**config.mk**
```make
export PLATFORM = sky130hd
export DESIGN_NAME = uart_top
export DESIGN_NICKNAME = d
export VERILOG_FILES = /design/src/logic/uart_types_pkg.sv /design/src/logic/io_bus_pkg.sv /design/src/logic/synchronizer.sv /design/src/logic/uart_receive.sv /design/src/logic/uart_transmit.sv /design/src/logic/uart_rx_fifo.sv /design/src/logic/uart_io_decode.sv /design/src/logic/uart_top.sv
export VERILOG_INCLUDE_DIRS = /design/src /design/src/include
export SDC_FILE = /design/constraint.sdc
export NUM_CORES = 1
export LEC_CHECK = 0
export BUFFER_PORTS_ARGS = -buffer_cell sky130_fd_sc_hd__buf_2
export CAP_MARGIN = 15
export CORE_ASPECT_RATIO = 0.6
export CORE_UTILIZATION = 45
export DETAILED_ROUTE_END_ITERATION = 6
export MAX_ROUTING_LAYER = met4
export PLACE_DENSITY = 0.75
export SYNTH_ARGS = -nofsm -noshare
export SYNTH_HDL_FRONTEND = slang
export SYNTH_HIERARCHICAL = 1
export SYNTH_SLANG_ARGS = --single-unit
```
**constraint.sdc**
```tcl
create_clock -name clk -period 3.3 [get_ports clk]
set_input_delay 0.165 -clock clk [delete_from_list [all_inputs] [get_ports clk]]
set_output_delay 0.165 -clock clk [all_outputs]
set_load 0.01 [all_outputs]
```
**src/include/uart_config.svh**
```systemverilog
/*
 * Serial port configuration
 * Default clocks per bit and receive queue depth
 */

`ifndef UART_CONFIG_SVH
`define UART_CONFIG_SVH

// Clocks per serial bit, same for both directions
`define UART_BAUD_DIVIDE 8

// Receive queue entries, must be a power of two
`define UART_FIFO_DEPTH 8

`endif

```
**src/logic/uart_types_pkg.sv**
```systemverilog
/*
 * Serial engine types
 * Character, counter widths and engine state encodings
 */

package uart_types_pkg;

	// One 8N1 data character
	typedef logic [7:0] char_t;

	// Baud countdown, wide enough for slow rates on fast clocks
	typedef logic [11:0] sample_count_t;

	// Bit position within a frame
	typedef logic [3:0] bit_count_t;

	typedef enum logic
	{
		RX_WAIT_START,
		RX_READ_CHARACTER
	} rx_state_t;

	typedef enum logic [1:0]
	{
		TX_IDLE,
		TX_START,
		TX_DATA,
		TX_STOP
	} tx_state_t;

endpackage

```
**src/logic/io_bus_pkg.sv**
```systemverilog
/*
 * I/O bus definitions
 * Bus widths, register map and status bit layout
 */

package io_bus_pkg;

	typedef logic [3:0] io_addr_t;
	typedef logic [31:0] io_data_t;

	// Register byte offsets
	localparam io_addr_t REG_STATUS = 4'd0;
	localparam io_addr_t REG_RX_DATA = 4'd4;
	localparam io_addr_t REG_TX_DATA = 4'd8;

	// Status register bits
	localparam int STATUS_RX_READY = 0;
	localparam int STATUS_TX_READY = 1;
	localparam int STATUS_OVERRUN = 2;

endpackage

```
**src/logic/synchronizer.sv**
```systemverilog
/*
 * Two-stage synchronizer for an asynchronous input line
 */

`timescale 1ns/1ps

module synchronizer
	#(parameter logic RESET_STATE = 1'b1)
	(input clk,
	input reset,
	input logic data_i,
	output logic data_o);

	// First stage may go metastable, second one settles it
	logic sync_stage1;

	always_ff @(posedge clk, posedge reset)
	begin
		if (reset)
		begin
			sync_stage1 <= RESET_STATE;
			data_o <= RESET_STATE;
		end
		else
		begin
			sync_stage1 <= data_i;
			data_o <= sync_stage1;
		end
	end
endmodule

```
**src/logic/uart_receive.sv**
```systemverilog
/*
 * Serial receiver
 * Finds the start edge, samples each bit at its middle and
 * assembles an 8N1 character, LSB first
 */

`timescale 1ns/1ps

`include "uart_config.svh"

module uart_receive
	#(parameter int BAUD_DIVIDE = `UART_BAUD_DIVIDE)
	(input clk,
	input reset,
	input logic uart_rx,
	output uart_types_pkg::char_t rx_char,
	output logic rx_char_valid);

	import uart_types_pkg::*;

	rx_state_t state_ff;
	rx_state_t state_nxt;
	sample_count_t sample_count_ff;
	sample_count_t sample_count_nxt;
	bit_count_t bit_count_ff;
	bit_count_t bit_count_nxt;
	char_t shift_register;
	logic do_shift;
	logic rx_sync;

	// Assembled character is valid while the stop bit is sampled
	assign rx_char = shift_register;

	// Idle line is high, so reset to 1 to avoid a false start
	synchronizer #(.RESET_STATE(1'b1)) rx_synchronizer(
		.clk(clk),
		.reset(reset),
		.data_i(uart_rx),
		.data_o(rx_sync));

	always_comb
	begin
		state_nxt = state_ff;
		sample_count_nxt = sample_count_ff;
		bit_count_nxt = bit_count_ff;
		rx_char_valid = 1'b0;
		do_shift = 1'b0;

		unique case (state_ff)
			RX_WAIT_START:
			begin
				if (!rx_sync)
				begin
					state_nxt = RX_READ_CHARACTER;

					// Start edge seen; skip start bit plus half a bit
					// to land in the middle of data bit 0
					sample_count_nxt = sample_count_t'(BAUD_DIVIDE * 3 / 2 - 1);
				end
			end

			RX_READ_CHARACTER:
			begin
				if (sample_count_ff == '0)
				begin
					sample_count_nxt = sample_count_t'(BAUD_DIVIDE - 1);
					if (bit_count_ff == bit_count_t'(8))
					begin
						// Stop bit sample point, character complete
						state_nxt = RX_WAIT_START;
						rx_char_valid = 1'b1;
						bit_count_nxt = '0;
					end
					else
					begin
						do_shift = 1'b1;
						bit_count_nxt = bit_count_ff + bit_count_t'(1);
					end
				end
				else
					sample_count_nxt = sample_count_ff - sample_count_t'(1);
			end
		endcase
	end

	always_ff @(posedge clk, posedge reset)
	begin
		if (reset)
		begin
			state_ff <= RX_WAIT_START;
			sample_count_ff <= '0;
			bit_count_ff <= '0;
		end
		else
		begin
			state_ff <= state_nxt;
			sample_count_ff <= sample_count_nxt;
			bit_count_ff <= bit_count_nxt;
		end
	end

	// Character bits shift in from the top, LSB arrives first
	always_ff @(posedge clk)
	begin
		if (do_shift)
			shift_register <= {rx_sync, shift_register[7:1]};
	end
endmodule

```
**src/logic/uart_transmit.sv**
```systemverilog
/*
 * Serial transmitter
 * Sends one character as start bit, 8 data bits LSB first
 * and a stop bit, each BAUD_DIVIDE clocks long
 */

`timescale 1ns/1ps

`include "uart_config.svh"

module uart_transmit
	#(parameter int BAUD_DIVIDE = `UART_BAUD_DIVIDE)
	(input clk,
	input reset,
	input logic tx_start,
	input uart_types_pkg::char_t tx_char,
	output logic tx_ready,
	output logic uart_tx);

	import uart_types_pkg::*;

	tx_state_t state_ff;
	tx_state_t state_nxt;
	sample_count_t baud_count_ff;
	sample_count_t baud_count_nxt;
	bit_count_t bit_count_ff;
	bit_count_t bit_count_nxt;
	char_t shift_ff;
	char_t shift_nxt;
	logic uart_tx_nxt;

	// New character only accepted between frames
	assign tx_ready = state_ff == TX_IDLE;

	always_comb
	begin
		state_nxt = state_ff;
		baud_count_nxt = baud_count_ff;
		bit_count_nxt = bit_count_ff;
		shift_nxt = shift_ff;
		uart_tx_nxt = uart_tx;

		unique case (state_ff)
			TX_IDLE:
			begin
				if (tx_start)
				begin
					// Line drops on the next edge
					state_nxt = TX_START;
					uart_tx_nxt = 1'b0;
					shift_nxt = tx_char;
					baud_count_nxt = sample_count_t'(BAUD_DIVIDE - 1);
				end
			end

			TX_START,
			TX_DATA:
			begin
				if (baud_count_ff == '0)
				begin
					baud_count_nxt = sample_count_t'(BAUD_DIVIDE - 1);
					if (state_ff == TX_DATA && bit_count_ff == bit_count_t'(7))
					begin
						// Last data bit done, send stop bit
						state_nxt = TX_STOP;
						uart_tx_nxt = 1'b1;
					end
					else
					begin
						// Next data bit, LSB first
						uart_tx_nxt = shift_ff[0];
						shift_nxt = {1'b1, shift_ff[7:1]};
						if (state_ff == TX_START)
							bit_count_nxt = '0;
						else
							bit_count_nxt = bit_count_ff + bit_count_t'(1);
						state_nxt = TX_DATA;
					end
				end
				else
					baud_count_nxt = baud_count_ff - sample_count_t'(1);
			end

			TX_STOP:
			begin
				// Line already high, just wait out the stop bit
				if (baud_count_ff == '0)
					state_nxt = TX_IDLE;
				else
					baud_count_nxt = baud_count_ff - sample_count_t'(1);
			end
		endcase
	end

	always_ff @(posedge clk, posedge reset)
	begin
		if (reset)
		begin
			state_ff <= TX_IDLE;
			baud_count_ff <= '0;
			bit_count_ff <= '0;
			uart_tx <= 1'b1;
		end
		else
		begin
			state_ff <= state_nxt;
			baud_count_ff <= baud_count_nxt;
			bit_count_ff <= bit_count_nxt;
			uart_tx <= uart_tx_nxt;
		end
	end

	always_ff @(posedge clk)
		shift_ff <= shift_nxt;
endmodule

```
**src/logic/uart_rx_fifo.sv**
```systemverilog
/*
 * Receive character queue
 * Circular buffer with a sticky overrun flag for dropped characters
 */

`timescale 1ns/1ps

`include "uart_config.svh"

module uart_rx_fifo
	#(parameter int DEPTH = `UART_FIFO_DEPTH)
	(input clk,
	input reset,
	input logic push,
	input uart_types_pkg::char_t push_char,
	input logic pop,
	output uart_types_pkg::char_t pop_char,
	output logic empty,
	output logic overrun,
	input logic overrun_clear);

	import uart_types_pkg::*;

	localparam int ADDR_WIDTH = $clog2(DEPTH);
	localparam int COUNT_WIDTH = $clog2(DEPTH + 1);
	localparam logic [COUNT_WIDTH-1:0] FULL_COUNT = COUNT_WIDTH'(DEPTH);

	char_t storage[DEPTH];
	logic [ADDR_WIDTH-1:0] read_ptr;
	logic [ADDR_WIDTH-1:0] write_ptr;
	logic [COUNT_WIDTH-1:0] count;
	logic full;
	logic push_accept;

	assign empty = count == '0;
	assign full = count == FULL_COUNT;

	// A pop in the same cycle frees the slot the push needs
	assign push_accept = push && (!full || pop);

	// Head of queue, read combinationally
	assign pop_char = storage[read_ptr];

	always_ff @(posedge clk)
	begin
		if (push_accept)
			storage[write_ptr] <= push_char;
	end

	always_ff @(posedge clk, posedge reset)
	begin
		if (reset)
		begin
			read_ptr <= '0;
			write_ptr <= '0;
			count <= '0;
			overrun <= 1'b0;
		end
		else
		begin
			// Pointers wrap on their own since DEPTH is a power of two
			if (push_accept)
				write_ptr <= write_ptr + 1'b1;
			if (pop)
				read_ptr <= read_ptr + 1'b1;

			if (push_accept && !pop)
				count <= count + 1'b1;
			else if (pop && !push_accept)
				count <= count - 1'b1;

			// Dropped character sets the flag, even against a clear
			if (push && !push_accept)
				overrun <= 1'b1;
			else if (overrun_clear)
				overrun <= 1'b0;
		end
	end
endmodule

```
**src/logic/uart_io_decode.sv**
```systemverilog
/*
 * I/O bus register decoder
 * Turns bus strobes into pop, clear and start pulses and
 * returns register contents one clock after a read
 */

`timescale 1ns/1ps

module uart_io_decode
	(input clk,
	input reset,
	input io_bus_pkg::io_addr_t io_address,
	input logic io_read_en,
	input logic io_write_en,
	input io_bus_pkg::io_data_t io_write_data,
	output io_bus_pkg::io_data_t io_read_data,
	input logic rx_empty,
	input uart_types_pkg::char_t rx_char,
	input logic rx_overrun,
	output logic rx_pop,
	output logic overrun_clear,
	input logic tx_ready,
	output logic tx_start,
	output uart_types_pkg::char_t tx_char);

	import io_bus_pkg::*;

	io_data_t read_value;

	// Status read reports overrun and clears it on the same edge
	assign overrun_clear = io_read_en && io_address == REG_STATUS;

	// Only pop a character that is actually there
	assign rx_pop = io_read_en && io_address == REG_RX_DATA && !rx_empty;

	// Writes while a frame is in flight are dropped
	assign tx_start = io_write_en && io_address == REG_TX_DATA && tx_ready;
	assign tx_char = io_write_data[7:0];

	// Read mux, unknown offsets read as zero
	always_comb
	begin
		read_value = '0;
		case (io_address)
			REG_STATUS:
			begin
				read_value[STATUS_RX_READY] = !rx_empty;
				read_value[STATUS_TX_READY] = tx_ready;
				read_value[STATUS_OVERRUN] = rx_overrun;
			end

			REG_RX_DATA:
			begin
				if (!rx_empty)
					read_value[7:0] = rx_char;
			end

			default:
				read_value = '0;
		endcase
	end

	// Result held until the next read
	always_ff @(posedge clk, posedge reset)
	begin
		if (reset)
			io_read_data <= '0;
		else if (io_read_en)
			io_read_data <= read_value;
	end
endmodule

```
**src/logic/uart_top.sv**
```systemverilog
/*
 * Memory-mapped serial port
 * Register decoder, receive queue and the two serial engines
 */

`timescale 1ns/1ps

`include "uart_config.svh"

module uart_top
	#(parameter int BAUD_DIVIDE = `UART_BAUD_DIVIDE,
	parameter int FIFO_DEPTH = `UART_FIFO_DEPTH)
	(input clk,
	input reset,
	input io_bus_pkg::io_addr_t io_address,
	input logic io_read_en,
	input logic io_write_en,
	input io_bus_pkg::io_data_t io_write_data,
	output io_bus_pkg::io_data_t io_read_data,
	input logic uart_rx,
	output logic uart_tx);

	import uart_types_pkg::*;

	// Receive side
	char_t rx_char;
	logic rx_char_valid;
	char_t fifo_char;
	logic fifo_empty;
	logic fifo_overrun;
	logic rx_pop;
	logic overrun_clear;

	// Transmit side
	logic tx_ready;
	logic tx_start;
	char_t tx_char;

	uart_io_decode io_decode(
		.clk(clk),
		.reset(reset),
		.io_address(io_address),
		.io_read_en(io_read_en),
		.io_write_en(io_write_en),
		.io_write_data(io_write_data),
		.io_read_data(io_read_data),
		.rx_empty(fifo_empty),
		.rx_char(fifo_char),
		.rx_overrun(fifo_overrun),
		.rx_pop(rx_pop),
		.overrun_clear(overrun_clear),
		.tx_ready(tx_ready),
		.tx_start(tx_start),
		.tx_char(tx_char));

	uart_rx_fifo #(.DEPTH(FIFO_DEPTH)) rx_fifo(
		.clk(clk),
		.reset(reset),
		.push(rx_char_valid),
		.push_char(rx_char),
		.pop(rx_pop),
		.pop_char(fifo_char),
		.empty(fifo_empty),
		.overrun(fifo_overrun),
		.overrun_clear(overrun_clear));

	uart_receive #(.BAUD_DIVIDE(BAUD_DIVIDE)) receive(
		.clk(clk),
		.reset(reset),
		.uart_rx(uart_rx),
		.rx_char(rx_char),
		.rx_char_valid(rx_char_valid));

	uart_transmit #(.BAUD_DIVIDE(BAUD_DIVIDE)) transmit(
		.clk(clk),
		.reset(reset),
		.tx_start(tx_start),
		.tx_char(tx_char),
		.tx_ready(tx_ready),
		.uart_tx(uart_tx));
endmodule

```
Word-level counts from Yosys, hierarchy flattened

Memories as Yosys holds them, arrays and structs flattened.
Cells that the tools add are included.

Order comparisons: 0
Shifts and indexed selects: 0
Mux-type cells: 40
Equal/unequal tests: 14
Bitwise logic cells: 2
Multipliers: 0
Reductions and logical operators: 30
Add/sub/neg operators: 8
Divide/modulo/power cells: 0

Operators by type and width:

| kind                                                                 | number |
|---|---|
| 12-bit two-way mux                                                   | 5 |
| 12-bit one-hot mux with 3 select lines                               | 1 |
| 8-bit two-way mux                                                    | 4 |
| 12-bit logical NOT                                                   | 2 |
| 12-bit one-hot mux with 2 select lines                               | 1 |
| 12-bit by 1-bit subtractor with 12-bit output, second input constant | 2 |
| 1-bit two-way mux                                                    | 16 |
| 4-bit two-way mux                                                    | 4 |
| 8-bit one-hot mux with 2 select lines                                | 1 |
| 4-bit by 1-bit adder with 4-bit output, second input constant        | 3 |
| 4-bit == test, second input constant                                 | 3 |
| 1-bit logical AND                                                    | 10 |
| 3-bit AND reduction                                                  | 3 |
| 4-bit by 3-bit == test with 1-bit output, second input constant      | 2 |
| 4-bit logical NOT                                                    | 2 |
| 2-bit inequality test, second input constant                         | 4 |
| 3-bit by 1-bit adder with 3-bit output, second input constant        | 2 |
| 2-bit two-way mux                                                    | 3 |
| 2-bit one-hot mux with 3 select lines                                | 1 |
| 3-bit one-hot mux with 2 select lines                                | 1 |
| 2-bit nonzero test                                                   | 3 |
| 5-bit two-way mux                                                    | 1 |
| 2-bit == test, second input constant                                 | 2 |
| 1-bit logical NOT                                                    | 4 |
| 10 further kinds                                                     | 14 |

Register bits: 73
Memory bits (read-only): 0
Memory bits (writable): 64
Input bits: 41
Word-level logic and storage cells: 111
Latch bits: 0
Memories kept: 1
Output and inout port bits: 33

Memories:

| name            | words | width | read ports | clocked after memory_dff | wr ports | line               | RTL |
|---|---|---|---|---|---|---|---|
| rx_fifo.storage | 8     | 8     | 1          | 0                        | 1        | uart_rx_fifo.sv:28 | `char_t storage[DEPTH];` |

Depth between registers and ports, before layout

Word-level depth: 9
Depth in mapped cells: 14
Mapped depth without buffers: 14

Hierarchy

Netlist, hierarchy kept.

By module, submodules not included:

| module         | cells an instance | times used | area each (um^2) |
|---|---|---|---|
| uart_rx_fifo   | 160               | 1          | 3,160.5 |
| uart_transmit  | 150               | 1          | 1,606.5 |
| uart_receive   | 122               | 1          | 1,265.0 |
| uart_io_decode | 63                | 1          | 621.8 |
| synchronizer   | 3                 | 1          | 56.3 |

Least setup slack after synthesis

Ideal clock, no wire load.

Path type: reg-to-reg
Start point: register receive.sample_count_ff[0]
End point: register rx_fifo.count[3]
Buffers on the path: 0
Data arrival time: 3.309 ns
Slack: -0.147 ns
Required time: 3.163 ns
Stages on the path, launching flop included: 15
Cell sequence: dfrtp_1 -> inv_1 -> ha_1 -> or4b_1 -> nor4_1 -> nand2_1 -> nor3_1 -> o21ai_4 -> inv_1 -> ha_1 -> inv_1 -> ha_1 -> or4_1 -> nand3_1 -> o221ai_1

Cells in the longest elaborated chain, start to end: 7
Elaborated cells on any way between the ends: 9

RTL lines:

| what                          | line               | RTL |
|---|---|---|
| start: declaration            | uart_receive.sv:23 | `sample_count_t sample_count_ff;` |
| start signal: assignment      | uart_receive.sv:97 | `sample_count_ff <= sample_count_nxt;` |
| 12-bit logical NOT *          | uart_receive.sv:64 | `if (sample_count_ff == '0)` |
| 1-bit two-way mux *           | uart_receive.sv:64 |  |
| 1-bit two-way mux *           | uart_receive.sv:49 | `unique case (state_ff)` |
| named net rx_char_valid       | uart_top.sv:27     | `logic rx_char_valid;` |
| 1-bit logical AND *           | uart_rx_fifo.sv:39 | `assign push_accept = push && (!full \|\| pop);` |
| named net rx_fifo.push_accept | uart_rx_fifo.sv:33 | `logic push_accept;` |
| 1-bit logical NOT             | uart_rx_fifo.sv:69 | `else if (pop && !push_accept)` |
| 1-bit logical AND             | uart_rx_fifo.sv:69 |  |
| 2-bit nonzero test (no line)  | n/a                |  |
| end signal: assignment        | uart_rx_fifo.sv:68 | `count <= count + 1'b1;` |
| end signal: assignment        | uart_rx_fifo.sv:70 | `count <= count - 1'b1;` |
| end: declaration              | uart_rx_fifo.sv:31 | `logic [COUNT_WIDTH-1:0] count;` |

Mark *: on every way through the listed nets, which the timed path passes. The rest lies on a longest branch.
A chain may end at the register's enable or synchronous reset.

Worst setup path after layout

Start point: register receive.sample_count_ff[1]
End point: register rx_fifo.count[3]

The elaborated chain is that of the path after synthesis.

==> summary.md <==
| Metric | Value |
|---|---|
| Worst Hold Path Cells | `2` |
| Critical Path RT | `around 3600 ps` |
| Area of the multi-input gates | `between 2000 and 3000 um^2` |
| Fin crit share | `0.954` |
| R2R Setup Slk | `roughly 150 ps` |
| Fraction of layout cells with a size suffix above 1 | `0.219` |
| Die Wd | `160 um` |
| Most common cell after layout, fill and taps aside | `edfxtp_1` |
| Sequential Area | `3830 um^2` |
| Pre-CTS setup slack | `18.5 ps` |
| Top-area cell type share of the netlist area | `0.358` |
| Hold-critical path endpoint | `transmit/shift_ff[1]` |
| Worst R2R Start | `receive/sample_count_ff[1]` |
| Syn Inst Count | `498` |
| Total power | `between 4 and 5 mW` |
| Rows | `34` |
| Clock slew at reported path FFs | `around 60 ps` |
| Final Hold Fails | `0` |
| Pin count of the biggest net entering global routing | `20` |
| Mean cell area of the mapped netlist | `13.5 um^2` |
| CP Launch Type | `flip-flop` |
| FF-to-FF End | `rx_fifo/count[3]` |
| Setup bufs post-CTS | `0` |
| Die H | `around 97 um` |
| CP Max Fanout | `4` |
| Clock sink count | `137` |
| CORE AREA | `approximately 15000 um^2` |
| Vias in the first global route | `~3900` |
| Most frequent cells in the layout | `80 x edfxtp_1, 54 x dfrtp_1, 25 x buf_2, 25 x nor2_1, 24 x conb_1` |
| Status | `complete, no violations` |
| Buffers on Ports | `25` |
| CP delay by family, top | `simple AND/OR/NAND/NOR gates` |
| Post-synth top area cell | `edfxtp_1` |
| Fill cells | `about 1200` |
| HPWL after detailed placement | `around 8.7 mm` |
| Leakage | `approximately 3 nW` |
| Total GRT Usage | `0.181` |
| Crit path time final | `3150 ps` |
| # DRC | `0` |
| Drt pass-1 iters | `5` |
| Yosys cell types | `73` |
| TritonCTS buffer count | `17` |
| Crit-path cells | `inv_1 > ha_1 > or4b_4 > nor4_4 > nand2_2 > nor3_4 > o21ai_4 > inv_1 > ha_1 > inv_1 > ha_1 > or4_1 > nand3_1 > o221ai_1` |
| Via count | `slightly above 4000` |
| Slew Viols, Final | `0` |
| Post-route ant nets | `0` |
| Final setup slack of the worst path | `151 ps` |
| Syn Std Cell Area | `~6700 um^2` |
| Crit path capture type | `flip-flop` |
| Post-synth EDFFs | `80` |
| Flops & latches, synth | `~140` |
| Prevailing post-synth register cell | `edfxtp_1` |
| Initial Util | `0.463` |
| Peak Freq | `0.318 GHz` |
| Worst-Margin Slew | `between 700 and 800 ps` |
| HP Start | `io_write_data[1]` |
| Slew HR | `0.475` |
| Slowest cell on crit path | `or4b_4` |
| Pwr/cell area | `568 nW/um^2` |
| Worst vdd ir | `439 uV` |
| Ys async rst share | `0.416` |
| Initial drt markers | `around 310` |
| CP peak stage delay | `500 ps` |
| DR WL/cell | `17.4 um` |
| Worst-Skew Late Latency | `roughly 410 ps` |
| Vias per cell | `5.56` |
| Arr. time, crit path | `roughly 3400 ps` |
| Detailed Route WL | `13.1 mm` |
| CTS Buffer Depth | `2` |
| First-pass GRT wire length | `20.5 mm` |
| Final setup violating endpoints | `0` |
| Initial antenna violation count | `1` |
| Post-synthesis sequential area ratio | `0.571` |
| Hold Crit Class | `in2reg` |
| Max-cap violations | `0` |
| Fin util | `0.523` |
| # IOs | `74` |
| Clock skew | `between 7 and 8 ps` |
| CTS tree | `done` |
| Crit Path Class | `reg2reg` |
| Area growth from synthesis to layout | `13.2%` |
| Root Buffer | `clkbuf_16` |
| Die area | `about 15000 um^2` |
| Synth warnings | `6` |
| GP Congestion | `around 0.8` |
| Top cells by area, synth | `edfxtp_1 36%, dfrtp_1 20%, mux4_1 6.3%` |
| Fin nets | `a little under 600` |
| Worst Reg-to-Reg Cells | `14` |
| H-tree Lvls | `4` |
| WP buf/inv | `3` |
| Total grt overflow | `0` |
## kinds of logic (layout without fill, tap and decap cells)
logic type               Yosys count  in the layout  synth area share
AO/OA/AOI/OAI                     89             89            0.0949
XOR/XNOR                           8              8            0.0104
adder cells (fa/ha/maj)           17             17            0.0328
buffers and inverters             75            103            0.0686
flip-flops                       137            137             0.571
multiplexers                      37             37            0.0973
other                              1             25          0.000559
AND/OR/NAND/NOR                  134            134             0.124
## report_power, final
part           switching (mW)  internal, mW
combinational           0.224         0.294
clock                   0.720          1.12
sequential              0.115          1.84
## state kept, by name, indices dropped and copies added, names as in the netlist, 4 cells and up
register,flops
rx_fifo/count,4
io_decode/io_read_data,8
transmit/baud_count_ff,12
receive/rx_char,8
rx_fifo/storage,64
transmit/bit_count_ff,4
receive/bit_count_ff,4
receive/sample_count_ff,12
transmit/shift_ff,8
## area by class of cell
type                    count  area share
repair buffers             49      0.0412
inverters                  23      0.0114
well taps                 198      0.0326
clock inverters            13      0.0193
multi-input cells         309       0.334
clock buffers              18      0.0565
flip-flops and latches    137       0.505
diodes                      1    0.000330
## worst max path at each step
stage	start	to	slack, ps	depth (start not counted)
after floorplan	receive/sample_count_ff[0]	rx_fifo/count[3]	5	14
after global placement	receive/sample_count_ff[1]	rx_fifo/count[3]	130	14
after detailed placement	receive/sample_count_ff[1]	rx_fifo/count[3]	20	14
final	receive/sample_count_ff[1]	rx_fifo/count[3]	150	14
after CTS	receive/sample_count_ff[1]	rx_fifo/count[3]	30	14
after global routing	receive/sample_count_ff[1]	rx_fifo/count[3]	-60	14
## timing repair
item                       CTS  global route
gates resized for setup      1             4
gates cloned                 0             0
pin swaps                    0             1
setup endpoints to repair    1             1
hold endpoints to repair    58             0
hold buffers                 3             0
## cells in the mapped netlist (3+ instances only)
cell and n:
nor3_1 7, o21ai_0 18, nand3_1 6, or4_4 3, buf_6 5, nor2_1 25, mux4_1 16, ha_1 16
inv_1 22, mux2_2 18, or3_1 13, dfrtp_1 54, nand2b_1 7, o41ai_1 3, a21o_1 7, a31oi_1 5
nor2b_1 4, or2_2 3, a22o_1 5, o31ai_1 4, o21ai_1 7, nand4b_1 3, a21oi_1 16, buf_2 4
xnor2_1 6, and3_1 4, nor4_1 14, or4_1 4, o211ai_1 4, dfstp_2 3, edfxtp_1 80, nand3b_1 3
nand2_1 15, or3b_2 3, nand4_1 4, clkbuf_1 10, buf_4 32, mux2i_1 3
## layer usage
layer / GRT usage / vias up / routed length [um]
met3: 0.0435 / 17 / 578
met2: 0.265 / 128 / 6080
met5: - / - / 0
met4: 0.0641 / 0 / 158
met1: 0.248 / 2077 / 6230
li1: - / 1937 / -
## stage by stage
step / hold slack (ps) / area, um^2 / cells / TNS, ps
finish: 49.3 / 7590 / 748 / 0
global route: 41.4 / 7590 / 748 / -58.8
CTS: 37.0 / 7570 / 747 / 0
detailed placement: 239 / 6960 / 713 / 0
global placement: 224 / 6960 / 713 / 0
floorplan: -19.3 / 6800 / 521 / 0
Note: power is estimated with default switching activity, not from simulation.
